<file path="src/sdram_consts.svh">
// SDRAM controller timing, count and mode register constants
`ifndef SDRAM_CONSTS_SVH
`define SDRAM_CONSTS_SVH

`default_nettype none

////////////////////
// power-up and initialisation
////////////////////

`define SDRAM_POWERUP_CYCLES 8       // power-up wait at the pins, cut short for simulation
`define SDRAM_INIT_REFRESHES 10      // auto refreshes issued during init
`define SDRAM_REFRESH_NOPS 3         // NOPs trailing every auto refresh
`define SDRAM_MODE_NOPS 3            // NOPs trailing the mode register set

////////////////////
// periodic refresh
////////////////////

`define SDRAM_REFRESH_INTERVAL 375   // cycles from timer load to next refresh start
`define SDRAM_TIMER_WIDTH 16         // width of both countdown timers

////////////////////
// mode register
////////////////////

// field layout: A12..A10 reserved, A9 write burst mode, A8..A7 op mode,
// A6..A4 CAS latency, A3 burst type, A2..A0 burst length
`define SDRAM_CAS_LATENCY 3'b010     // CAS latency 2
`define SDRAM_BURST_LENGTH 3'b000    // burst length 1
`define SDRAM_BURST_SEQ 1'b0         // sequential burst
`define SDRAM_MODE_WORD {3'b000, 1'b0, 2'b00, `SDRAM_CAS_LATENCY, `SDRAM_BURST_SEQ, \
	`SDRAM_BURST_LENGTH}

`default_nettype wire

`endif

</file>
<file path="src/sdramPkg.sv">
// SDRAM command opcodes, sequencer state encodings and the shared command bus
`default_nettype none

package sdramPkg;

	////////////////////
	// command opcodes
	////////////////////

	// bit order is CKE, CS_L, RAS_L, CAS_L, WE_L
	typedef enum logic [4:0]
	{
		opPowerUp      = 5'b00000,   // CKE and CS low while the part powers up
		opNop          = 5'b10111,
		opPrechargeAll = 5'b10010,   // needs A10 high
		opAutoRefresh  = 5'b10001,
		opModeSet      = 5'b10000    // mode word on addr with bank zero
	} sdramOp_e;

	// one 20-bit command as it goes to the pins
	typedef struct packed
	{
		sdramOp_e op;
		logic [12:0] addr;            // row address with A10 as the all-banks flag
		logic [1:0] bank;
	} sdramCmd_t;

	////////////////////
	// sequencer states
	////////////////////

	typedef enum logic [3:0]
	{
		stPowerWait,                  // CKE and CS low until the power-up timer runs out
		stFirstNop,
		stPrecharge,
		stPrechargeNop,
		stRefresh,                    // one auto refresh per group
		stRefreshNop,
		stModeSet,
		stModeNop,
		stDone                        // parked here until the next reset
	} initState_e;

	// refresh scheduler states
	typedef enum logic [2:0]
	{
		stIdle,                       // waiting for the interval timer
		stRefPrecharge,
		stGapNop,
		stRefAutoRefresh,
		stTailNop
	} refreshState_e;

endpackage

`default_nettype wire

</file>
<file path="src/countdownTimer.sv">
// Loadable down-counter that holds at zero and flags done while empty
`timescale 1ns/100ps
`default_nettype none

module countdownTimer
#(
	parameter int Width = 16
)
(
	input wire Clock,
	input wire Reset_L,
	input wire load,                       // takes loadValue on the next edge
	input wire [Width-1:0] loadValue,
	output logic done
);

	logic [Width-1:0] count;

	always_ff @(posedge Clock, negedge Reset_L)
	begin
		if (!Reset_L)
			count <= '0;                   // comes out of reset already expired
		else if (load)
			count <= loadValue;
		else if (count != '0)
			count <= count - 1'b1;         // stop at zero, no wrap
	end

	assign done = (count == '0);

endmodule

`default_nettype wire

</file>
<file path="src/initSequencer.sv">
// Power-up initialisation FSM: wait, precharge all, refresh burst and mode set
`timescale 1ns/100ps
`include "sdram_consts.svh"
`default_nettype none

module initSequencer
(
	input wire Clock,
	input wire Reset_L,
	output sdramPkg::sdramCmd_t initCmd,   // command for the arbiter, unregistered
	output logic initBusy                  // high from reset until the last mode NOP
);

	localparam int CountWidth = 4;

	// the timer load cycle and the zero cycle both show as power-up at the pins
	localparam int PowerUpWait = `SDRAM_POWERUP_CYCLES - 2;
	localparam logic [`SDRAM_TIMER_WIDTH-1:0] PowerUpLoad =
		PowerUpWait[`SDRAM_TIMER_WIDTH-1:0];

	localparam int RefreshLastInt = `SDRAM_INIT_REFRESHES - 1;
	localparam int RefreshNopLastInt = `SDRAM_REFRESH_NOPS - 1;
	localparam int ModeNopLastInt = `SDRAM_MODE_NOPS - 1;
	localparam logic [CountWidth-1:0] RefreshLast = RefreshLastInt[CountWidth-1:0];
	localparam logic [CountWidth-1:0] RefreshNopLast = RefreshNopLastInt[CountWidth-1:0];
	localparam logic [CountWidth-1:0] ModeNopLast = ModeNopLastInt[CountWidth-1:0];

	sdramPkg::initState_e state;
	sdramPkg::initState_e nextState;
	logic waitStarted;                     // power-up timer has been loaded
	logic timerLoad;
	logic timerDone;
	logic [CountWidth-1:0] refreshCount;   // completed refresh groups
	logic [CountWidth-1:0] nopCount;       // NOPs issued in the current tail

	////////////////////
	// power-up wait timer
	////////////////////

	assign timerLoad = (state == sdramPkg::stPowerWait) && !waitStarted;   // once per reset

	countdownTimer
	#(
		.Width(`SDRAM_TIMER_WIDTH)
	)
	i_powerUpTimer
	(
		.Clock(Clock),
		.Reset_L(Reset_L),
		.load(timerLoad),
		.loadValue(PowerUpLoad),
		.done(timerDone)
	);

	////////////////////
	// state and counters
	////////////////////

	always_ff @(posedge Clock, negedge Reset_L)
	begin
		if (!Reset_L)
		begin
			state <= sdramPkg::stPowerWait;
			waitStarted <= 1'b0;
			refreshCount <= '0;
			nopCount <= '0;
		end
		else
		begin
			state <= nextState;
			if (timerLoad)
				waitStarted <= 1'b1;
			// counts while a NOP tail continues, clears on the way out
			if ((state == sdramPkg::stRefreshNop || state == sdramPkg::stModeNop) &&
				nextState == state)
				nopCount <= nopCount + 1'b1;
			else
				nopCount <= '0;
			if (state == sdramPkg::stRefreshNop && nextState == sdramPkg::stRefresh)
				refreshCount <= refreshCount + 1'b1;   // another group starts
		end
	end

	always_comb
	begin
		nextState = state;                 // hold unless told otherwise
		unique case (state)
			sdramPkg::stPowerWait:
				if (waitStarted && timerDone)
					nextState = sdramPkg::stFirstNop;
			sdramPkg::stFirstNop:
				nextState = sdramPkg::stPrecharge;
			sdramPkg::stPrecharge:
				nextState = sdramPkg::stPrechargeNop;
			sdramPkg::stPrechargeNop:
				nextState = sdramPkg::stRefresh;
			sdramPkg::stRefresh:
				nextState = sdramPkg::stRefreshNop;
			sdramPkg::stRefreshNop:
				if (nopCount == RefreshNopLast)
				begin
					if (refreshCount == RefreshLast)
						nextState = sdramPkg::stModeSet;   // last group done
					else
						nextState = sdramPkg::stRefresh;
				end
			sdramPkg::stModeSet:
				nextState = sdramPkg::stModeNop;
			sdramPkg::stModeNop:
				if (nopCount == ModeNopLast)
					nextState = sdramPkg::stDone;
			default:
				nextState = state;                     // stDone holds
		endcase
	end

	////////////////////
	// command out
	////////////////////

	always_comb
	begin
		initCmd = '{op: sdramPkg::opNop, addr: '0, bank: '0};
		unique case (state)
			sdramPkg::stPowerWait:
				initCmd.op = sdramPkg::opPowerUp;
			sdramPkg::stPrecharge:
			begin
				initCmd.op = sdramPkg::opPrechargeAll;
				initCmd.addr[10] = 1'b1;           // all banks
			end
			sdramPkg::stRefresh:
				initCmd.op = sdramPkg::opAutoRefresh;
			sdramPkg::stModeSet:
			begin
				initCmd.op = sdramPkg::opModeSet;
				initCmd.addr = `SDRAM_MODE_WORD;   // CL2, BL1, bank stays zero
			end
			default:
				initCmd.op = sdramPkg::opNop;
		endcase
	end

	assign initBusy = (state != sdramPkg::stDone);

endmodule

`default_nettype wire

</file>
<file path="src/refreshScheduler.sv">
// Periodic refresh: interval timer and the precharge, refresh and NOP sequence
`timescale 1ns/100ps
`include "sdram_consts.svh"
`default_nettype none

module refreshScheduler
(
	input wire Clock,
	input wire Reset_L,
	input wire initBusy,                   // init still owns the bus
	output sdramPkg::sdramCmd_t refreshCmd,
	output logic refreshBusy               // precharge through last tail NOP
);

	localparam int CountWidth = 4;

	// zero cycle plus the state step gives interval+1 cycles at the pins
	localparam int IntervalLoadInt = `SDRAM_REFRESH_INTERVAL - 1;
	localparam logic [`SDRAM_TIMER_WIDTH-1:0] IntervalLoad =
		IntervalLoadInt[`SDRAM_TIMER_WIDTH-1:0];
	localparam int TailNopLastInt = `SDRAM_REFRESH_NOPS - 1;
	localparam logic [CountWidth-1:0] TailNopLast = TailNopLastInt[CountWidth-1:0];

	sdramPkg::refreshState_e state;
	sdramPkg::refreshState_e nextState;
	logic initBusyQ;                       // initBusy one clock late
	logic initFall;
	logic lastTailNop;
	logic timerLoad;
	logic timerDone;
	logic [CountWidth-1:0] nopCount;

	assign initFall = initBusyQ && !initBusy;    // init just finished
	assign lastTailNop = (state == sdramPkg::stTailNop) && (nopCount == TailNopLast);
	assign timerLoad = initFall || lastTailNop;

	countdownTimer
	#(
		.Width(`SDRAM_TIMER_WIDTH)
	)
	i_intervalTimer
	(
		.Clock(Clock),
		.Reset_L(Reset_L),
		.load(timerLoad),
		.loadValue(IntervalLoad),
		.done(timerDone)
	);

	always_ff @(posedge Clock, negedge Reset_L)
	begin
		if (!Reset_L)
		begin
			state <= sdramPkg::stIdle;
			initBusyQ <= 1'b1;             // init always starts busy
			nopCount <= '0;
		end
		else
		begin
			state <= nextState;
			initBusyQ <= initBusy;
			if (state == sdramPkg::stTailNop && !lastTailNop)
				nopCount <= nopCount + 1'b1;
			else
				nopCount <= '0;
		end
	end

	always_comb
	begin
		nextState = state;
		refreshCmd = '{op: sdramPkg::opNop, addr: '0, bank: '0};
		unique case (state)
			sdramPkg::stIdle:
				// timer sits at zero from reset, so wait until init has let go
				if (timerDone && !initBusyQ)
					nextState = sdramPkg::stRefPrecharge;
			sdramPkg::stRefPrecharge:
			begin
				refreshCmd.op = sdramPkg::opPrechargeAll;
				refreshCmd.addr[10] = 1'b1;
				nextState = sdramPkg::stGapNop;
			end
			sdramPkg::stGapNop:
				nextState = sdramPkg::stRefAutoRefresh;
			sdramPkg::stRefAutoRefresh:
			begin
				refreshCmd.op = sdramPkg::opAutoRefresh;
				nextState = sdramPkg::stTailNop;
			end
			default:
				if (lastTailNop)
					nextState = sdramPkg::stIdle;   // timer reloads here too
		endcase
	end

	assign refreshBusy = (state != sdramPkg::stIdle);

endmodule

`default_nettype wire

</file>
<file path="src/sdramCommandArbiter.sv">
// Fixed-priority command select, registered onto the SDRAM pins and CPU reset out
`timescale 1ns/100ps
`default_nettype none

module sdramCommandArbiter
(
	input wire Clock,
	input wire Reset_L,
	input wire sdramPkg::sdramCmd_t initCmd,
	input wire initBusy,
	input wire sdramPkg::sdramCmd_t refreshCmd,
	input wire refreshBusy,
	output logic SDram_CKE_H,
	output logic SDram_CS_L,
	output logic SDram_RAS_L,
	output logic SDram_CAS_L,
	output logic SDram_WE_L,
	output logic [12:0] SDram_Addr,
	output logic [1:0] SDram_BA,
	output logic ResetOut_L                // CPU held in reset until init ends
);

	sdramPkg::sdramCmd_t selCmd;           // winner this cycle
	sdramPkg::sdramCmd_t pinCmd;           // what the pins show

	////////////////////
	// select
	////////////////////

	always_comb
	begin
		if (initBusy)
			selCmd = initCmd;              // init always wins
		else if (refreshBusy)
			selCmd = refreshCmd;
		else
			selCmd = '{op: sdramPkg::opNop, addr: '0, bank: '0};
	end

	////////////////////
	// pin register
	////////////////////

	always_ff @(posedge Clock, negedge Reset_L)
	begin
		if (!Reset_L)
		begin
			pinCmd <= '{op: sdramPkg::opPowerUp, addr: '0, bank: '0};   // CKE, CS low
			ResetOut_L <= 1'b0;
		end
		else
		begin
			pinCmd <= selCmd;
			ResetOut_L <= !initBusy;
		end
	end

	// opcode bits straight onto the control pins
	assign {SDram_CKE_H, SDram_CS_L, SDram_RAS_L, SDram_CAS_L, SDram_WE_L} = pinCmd.op;
	assign SDram_Addr = pinCmd.addr;
	assign SDram_BA = pinCmd.bank;

endmodule

`default_nettype wire

</file>
<file path="src/sdramController.sv">
// SDRAM controller top: init sequencer and refresh scheduler sharing one pin bus
`timescale 1ns/100ps
`default_nettype none

module sdramController
(
	input wire Clock,
	input wire Reset_L,
	output logic SDram_CKE_H,
	output logic SDram_CS_L,
	output logic SDram_RAS_L,
	output logic SDram_CAS_L,
	output logic SDram_WE_L,
	output logic [12:0] SDram_Addr,
	output logic [1:0] SDram_BA,
	output logic ResetOut_L
);

	sdramPkg::sdramCmd_t initCmd;
	sdramPkg::sdramCmd_t refreshCmd;
	logic initBusy;
	logic refreshBusy;

	initSequencer i_initSequencer
	(
		.Clock(Clock),
		.Reset_L(Reset_L),
		.initCmd(initCmd),
		.initBusy(initBusy)
	);

	// refresh only starts once initBusy has dropped
	refreshScheduler i_refreshScheduler
	(
		.Clock(Clock),
		.Reset_L(Reset_L),
		.initBusy(initBusy),
		.refreshCmd(refreshCmd),
		.refreshBusy(refreshBusy)
	);

	sdramCommandArbiter i_sdramCommandArbiter
	(
		.Clock(Clock),
		.Reset_L(Reset_L),
		.initCmd(initCmd),
		.initBusy(initBusy),
		.refreshCmd(refreshCmd),
		.refreshBusy(refreshBusy),
		.SDram_CKE_H(SDram_CKE_H),
		.SDram_CS_L(SDram_CS_L),
		.SDram_RAS_L(SDram_RAS_L),
		.SDram_CAS_L(SDram_CAS_L),
		.SDram_WE_L(SDram_WE_L),
		.SDram_Addr(SDram_Addr),
		.SDram_BA(SDram_BA),
		.ResetOut_L(ResetOut_L)
	);

endmodule

`default_nettype wire

</file>
<file path="config.mk">
export PLATFORM = sky130hd
export DESIGN_NAME = sdramController
export DESIGN_NICKNAME = d
export VERILOG_FILES = /design/src/sdramPkg.sv /design/src/countdownTimer.sv /design/src/initSequencer.sv /design/src/refreshScheduler.sv /design/src/sdramCommandArbiter.sv /design/src/sdramController.sv
export VERILOG_INCLUDE_DIRS = /design/src
export SDC_FILE = /design/constraint.sdc
export NUM_CORES = 1
export LEC_CHECK = 0
export BUFFER_PORTS_ARGS = -buffer_cell sky130_fd_sc_hd__buf_2
export CAP_MARGIN = 20
export CORE_ASPECT_RATIO = 0.6
export CORE_UTILIZATION = 40
export CTS_BUF_LIST = sky130_fd_sc_hd__clkbuf_16
export DETAILED_ROUTE_END_ITERATION = 8
export PLACE_DENSITY_LB_ADDON = 0.08
export SYNTH_ARGS = -nofsm -noshare
export SYNTH_HDL_FRONTEND = slang
export SYNTH_HIERARCHICAL = 1
export SYNTH_SLANG_ARGS = --single-unit
</file>
<file path="constraint.sdc">
create_clock -name Clock -period 2.7 [get_ports Clock]
set_input_delay 0.135 -clock Clock [delete_from_list [all_inputs] [get_ports Clock]]
set_output_delay 0.135 -clock Clock [all_outputs]
set_load 0.01 [all_outputs]
</file>
==> flow_metrics.env <==
export IMPL_p_sw_share_pct=32.7
export IMPL_p_leak_nw=2.08
export IMPL_min_period_ns=2.08
export IMPL_final_max_slew_viol_count=0
export IMPL_ys_seq_area_share_pct=45.3
export IMPL_route_detailed_drc=0
export IMPL_core_area_sq_um=9910
export IMPL_power_switching_w=0.00127
export IMPL_cts_tree="yes"
export IMPL_drt_iter0_drc=142
export IMPL_drtAntennaViolNets=0
export IMPL_max_freq_ghz=0.482
export IMPL_grt_busiest_layer="met1"
export IMPL_async_flop_share_pct=100
export IMPL_comb_power_share_pct=26.6
export IMPL_start_util_pct=41.3
export IMPL_grt_use_total_pct=16.1
export IMPL_dpl_cell_area_sq_um=4340
export IMPL_synth_area_sq_um=4090
export IMPL_ys_warn_count=6
export IMPL_port_buffers=22
export IMPL_tightestPinTransition_ns=0.939
export IMPL_synth_top_area_share_pct=44.6
export IMPL_nets=460
export IMPL_vias=2722
export IMPL_relSlewSlack_pct=37.4
export IMPL_status="finished clean"
export IMPL_die_w_microns=133
export IMPL_totalPowerFinal_w=0.00389
export IMPL_critPathCaptureType="register"
export IMPL_rr_startpoint="i_refreshScheduler/i_intervalTimer/count[0]"
export IMPL_layout_drive_gt1_share_pct=15.8
export IMPL_final_cell_mix="dfrtp_1 (73), conb_1 (62), nand2_1 (30)"
export IMPL_cts_buffers=9
export IMPL_power_internal_w=0.00262
export IMPL_cap_violations=0
export IMPL_fin_setup_tns_ns=0
export IMPL_path_delay_family="simple AND/OR/NAND/NOR gates"
export IMPL_layoutNonFillerInstCount=590
export IMPL_power_frac_seq_pct=43.6
export IMPL_hold_violations=0
export IMPL_clock_latency_ns=0.33
export IMPL_synth_edff_count=0
export IMPL_ys_seq_elements=74
export IMPL_layout_commonest_cell="dfrtp_1"
export IMPL_root_buffer="clkbuf_16"
export IMPL_finalCritPeriodShare_pct=76.9
export IMPL_pwr_share_clk_pct=29.8
export IMPL_antenna_found_initial=0
export IMPL_grt_pass1_wl_mm=13.2
export IMPL_grt_max_degree=75
export IMPL_wl_mm=7.59
export IMPL_gp_congestion=0.762
export IMPL_dpl_hpwl_mm=5.06
export IMPL_required_ns=2.93
export IMPL_area_growth_pct=13.3
export IMPL_yosysTopAreaCell="dfrtp_1"
export IMPL_power_density_nw_per_um2=839
export IMPL_met1_usage_pct=23.2
export IMPL_wl_per_cell_microns=12.9
export IMPL_path_clk_slew_ns=0.06
export IMPL_cp_startpoint="i_refreshScheduler/i_intervalTimer/count[0]"
export IMPL_vdd_ir_drop_max_mv=0.374
export IMPL_startpoint_type="register"
export IMPL_final_setup_skew_ns=0.00475
export IMPL_setup_viol=0
export IMPL_cts_hold_buf=1
export IMPL_dp_cells=573
export IMPL_io_pins=23
export IMPL_dr_pass1_iters=4
export IMPL_cts_resized=0
export IMPL_netlist_instances=396
export IMPL_max_stage_delay_ns=0.48
export IMPL_rsz0062_at_grt="no"
export IMPL_grt_overflow_total=0
export IMPL_synth_area_top_cells="dfrtp_1 (45%), buf_4 (5.7%), xnor2_1 (4.5%), a22o_1 (3.6%), o211a_1 (2.9%)"
export IMPL_die_h_microns=80.4
export IMPL_cp_max_fo=9
export IMPL_cp_buffers_inverters=1
export IMPL_cp_arrival_ns=2.30
export IMPL_hold_ws_ns=0.476
export IMPL_diodes=0
export IMPL_rows=28
export IMPL_path_class="reg2reg"
export IMPL_die_area_sq_um=10700
export IMPL_cp_slowest_cell="or3_1"
export IMPL_vias_per_cell=4.61
export IMPL_final_area_sq_um=4640
export IMPL_grt_pass1_vias=2668
export IMPL_htreeDepth=3
export IMPL_path_cells="inv_1 > ha_1 > nor3b_4 > nand3_2 > or3_1 > o211a_1"
export IMPL_yosys_cell_types_count=59
export IMPL_met3_usage_pct=5.87
export IMPL_min_path_type="in2async"
export IMPL_clock_sinks=74
export IMPL_cts_buffer_depth=2
export IMPL_yosys_most_used_dff="dfrtp_1"
export IMPL_syn_area_per_cell_sq_um=10.3
export IMPL_grt_use_met2_pct=21.9
export IMPL_post_cts_buffers=0
metrics by stage:
stage          util (%)  setup WS [ns]
2_1_floorplan         -          0.596
3_3_place_gp       43.8          0.712
3_5_place_dp       43.8          0.630
4_1_cts            46.8          0.622
5_1_grt            46.8          0.461
6_report           46.8          0.625
worst register-to-register path, cell delays in order, from the launching register on:
cell	delay, ns
dfrtp_1	0.41
inv_1	0.09
ha_1	0.19
nor3b_4	0.42
nand3_2	0.21
or3_1	0.48
o211a_1	0.17
kinds of logic after synthesis:
family	synth area share (%)
simple gates	22.8
buf+inv	9.08
other cells	0.367
mux	0.734
flops	45.3
fa+ha+maj	2.45
compound gates	14.4
xor+xnor	4.92
state kept, by name (all words and copies together) (netlist names), 2 cells and up:
name,count
i_initSequencer/i_powerUpTimer/count,16
i_refreshScheduler/nopCount,4
i_refreshScheduler/state,3
i_refreshScheduler/i_intervalTimer/count,16
i_initSequencer/refreshCount,4
i_sdramCommandArbiter/SDram_BA,2
i_initSequencer/nopCount,4
i_sdramCommandArbiter/SDram_Addr,13
i_initSequencer/state,4
power groups by stage:
stage / clock network, W / logic, W / registers [W]
6_report: 0.00116 / 0.00104 / 0.00170
3_5_place_dp: 0 / 0.00104 / 0.00171
4_1_cts: 0.00119 / 0.00104 / 0.00170
2_1_floorplan: 0 / 0.000885 / 0.00164
5_1_grt: 0.00125 / 0.00117 / 0.00174
3_3_place_gp: 0 / 0.00103 / 0.00171
synth_stat cells, types with 3 or more instances:
| cell | count |
|---|---|
| o22a_1 | 3 |
| o211a_1 | 12 |
| clkbuf_1 | 6 |
| or3_1 | 3 |
| ha_1 | 8 |
| nor2b_1 | 8 |
| dfrtp_1 | 73 |
| nand3_1 | 8 |
| nand2b_1 | 19 |
| buf_4 | 31 |
| nand2_1 | 30 |
| xnor2_1 | 21 |
| nor3_1 | 8 |
| a22o_1 | 17 |
| conb_1 | 4 |
| o21ai_0 | 13 |
| nand4_1 | 5 |
| nand3b_1 | 5 |
| a221o_1 | 4 |
| and3_1 | 3 |
| mux2i_1 | 3 |
| or2_2 | 3 |
| nor4_2 | 4 |
| a21oi_1 | 12 |
| buf_2 | 6 |
| nand3_2 | 4 |
| inv_1 | 12 |
| nor2_1 | 22 |
| nand4b_1 | 4 |
| o31a_1 | 4 |
path summary, 6_finish.rpt:
check / to / depth (start not counted) / slack [ns]
max reg2reg: i_refreshScheduler/i_intervalTimer/count[13] / 6 / 0.62
max in group asynchronous: i_initSequencer/nopCount[2] / 2 / 1.61
min: i_initSequencer/i_powerUpTimer/count[8] / 2 / 0.48
max: i_refreshScheduler/i_intervalTimer/count[13] / 6 / 0.62
min reg2reg: i_initSequencer/refreshCount[3] / 1 / 0.48
min in group Clock: i_initSequencer/refreshCount[3] / 1 / 0.48
per-layer routing:
| layer | wire [microns] | vias up |
|---|---|---|
| li1 | - | 1422 |
| met1 | 4240 | 1253 |
| met2 | 2920 | 39 |
| met3 | 331 | 8 |
| met4 | 94 | 0 |
| met5 | 0 | - |
area by class of cell:
| cell class | instances | area (sq um) |
|---|---|---|
| fill | 968 | 5280 |
| multi-input combinational | 321 | 2100 |
| sequential | 74 | 1850 |
| clock buffer | 9 | 225 |
| timing repair buffer | 31 | 183 |
| tap | 135 | 169 |
| clock inverter | 7 | 62.6 |
| inverter | 13 | 48.8 |
(Power assumes the default switching activity.)
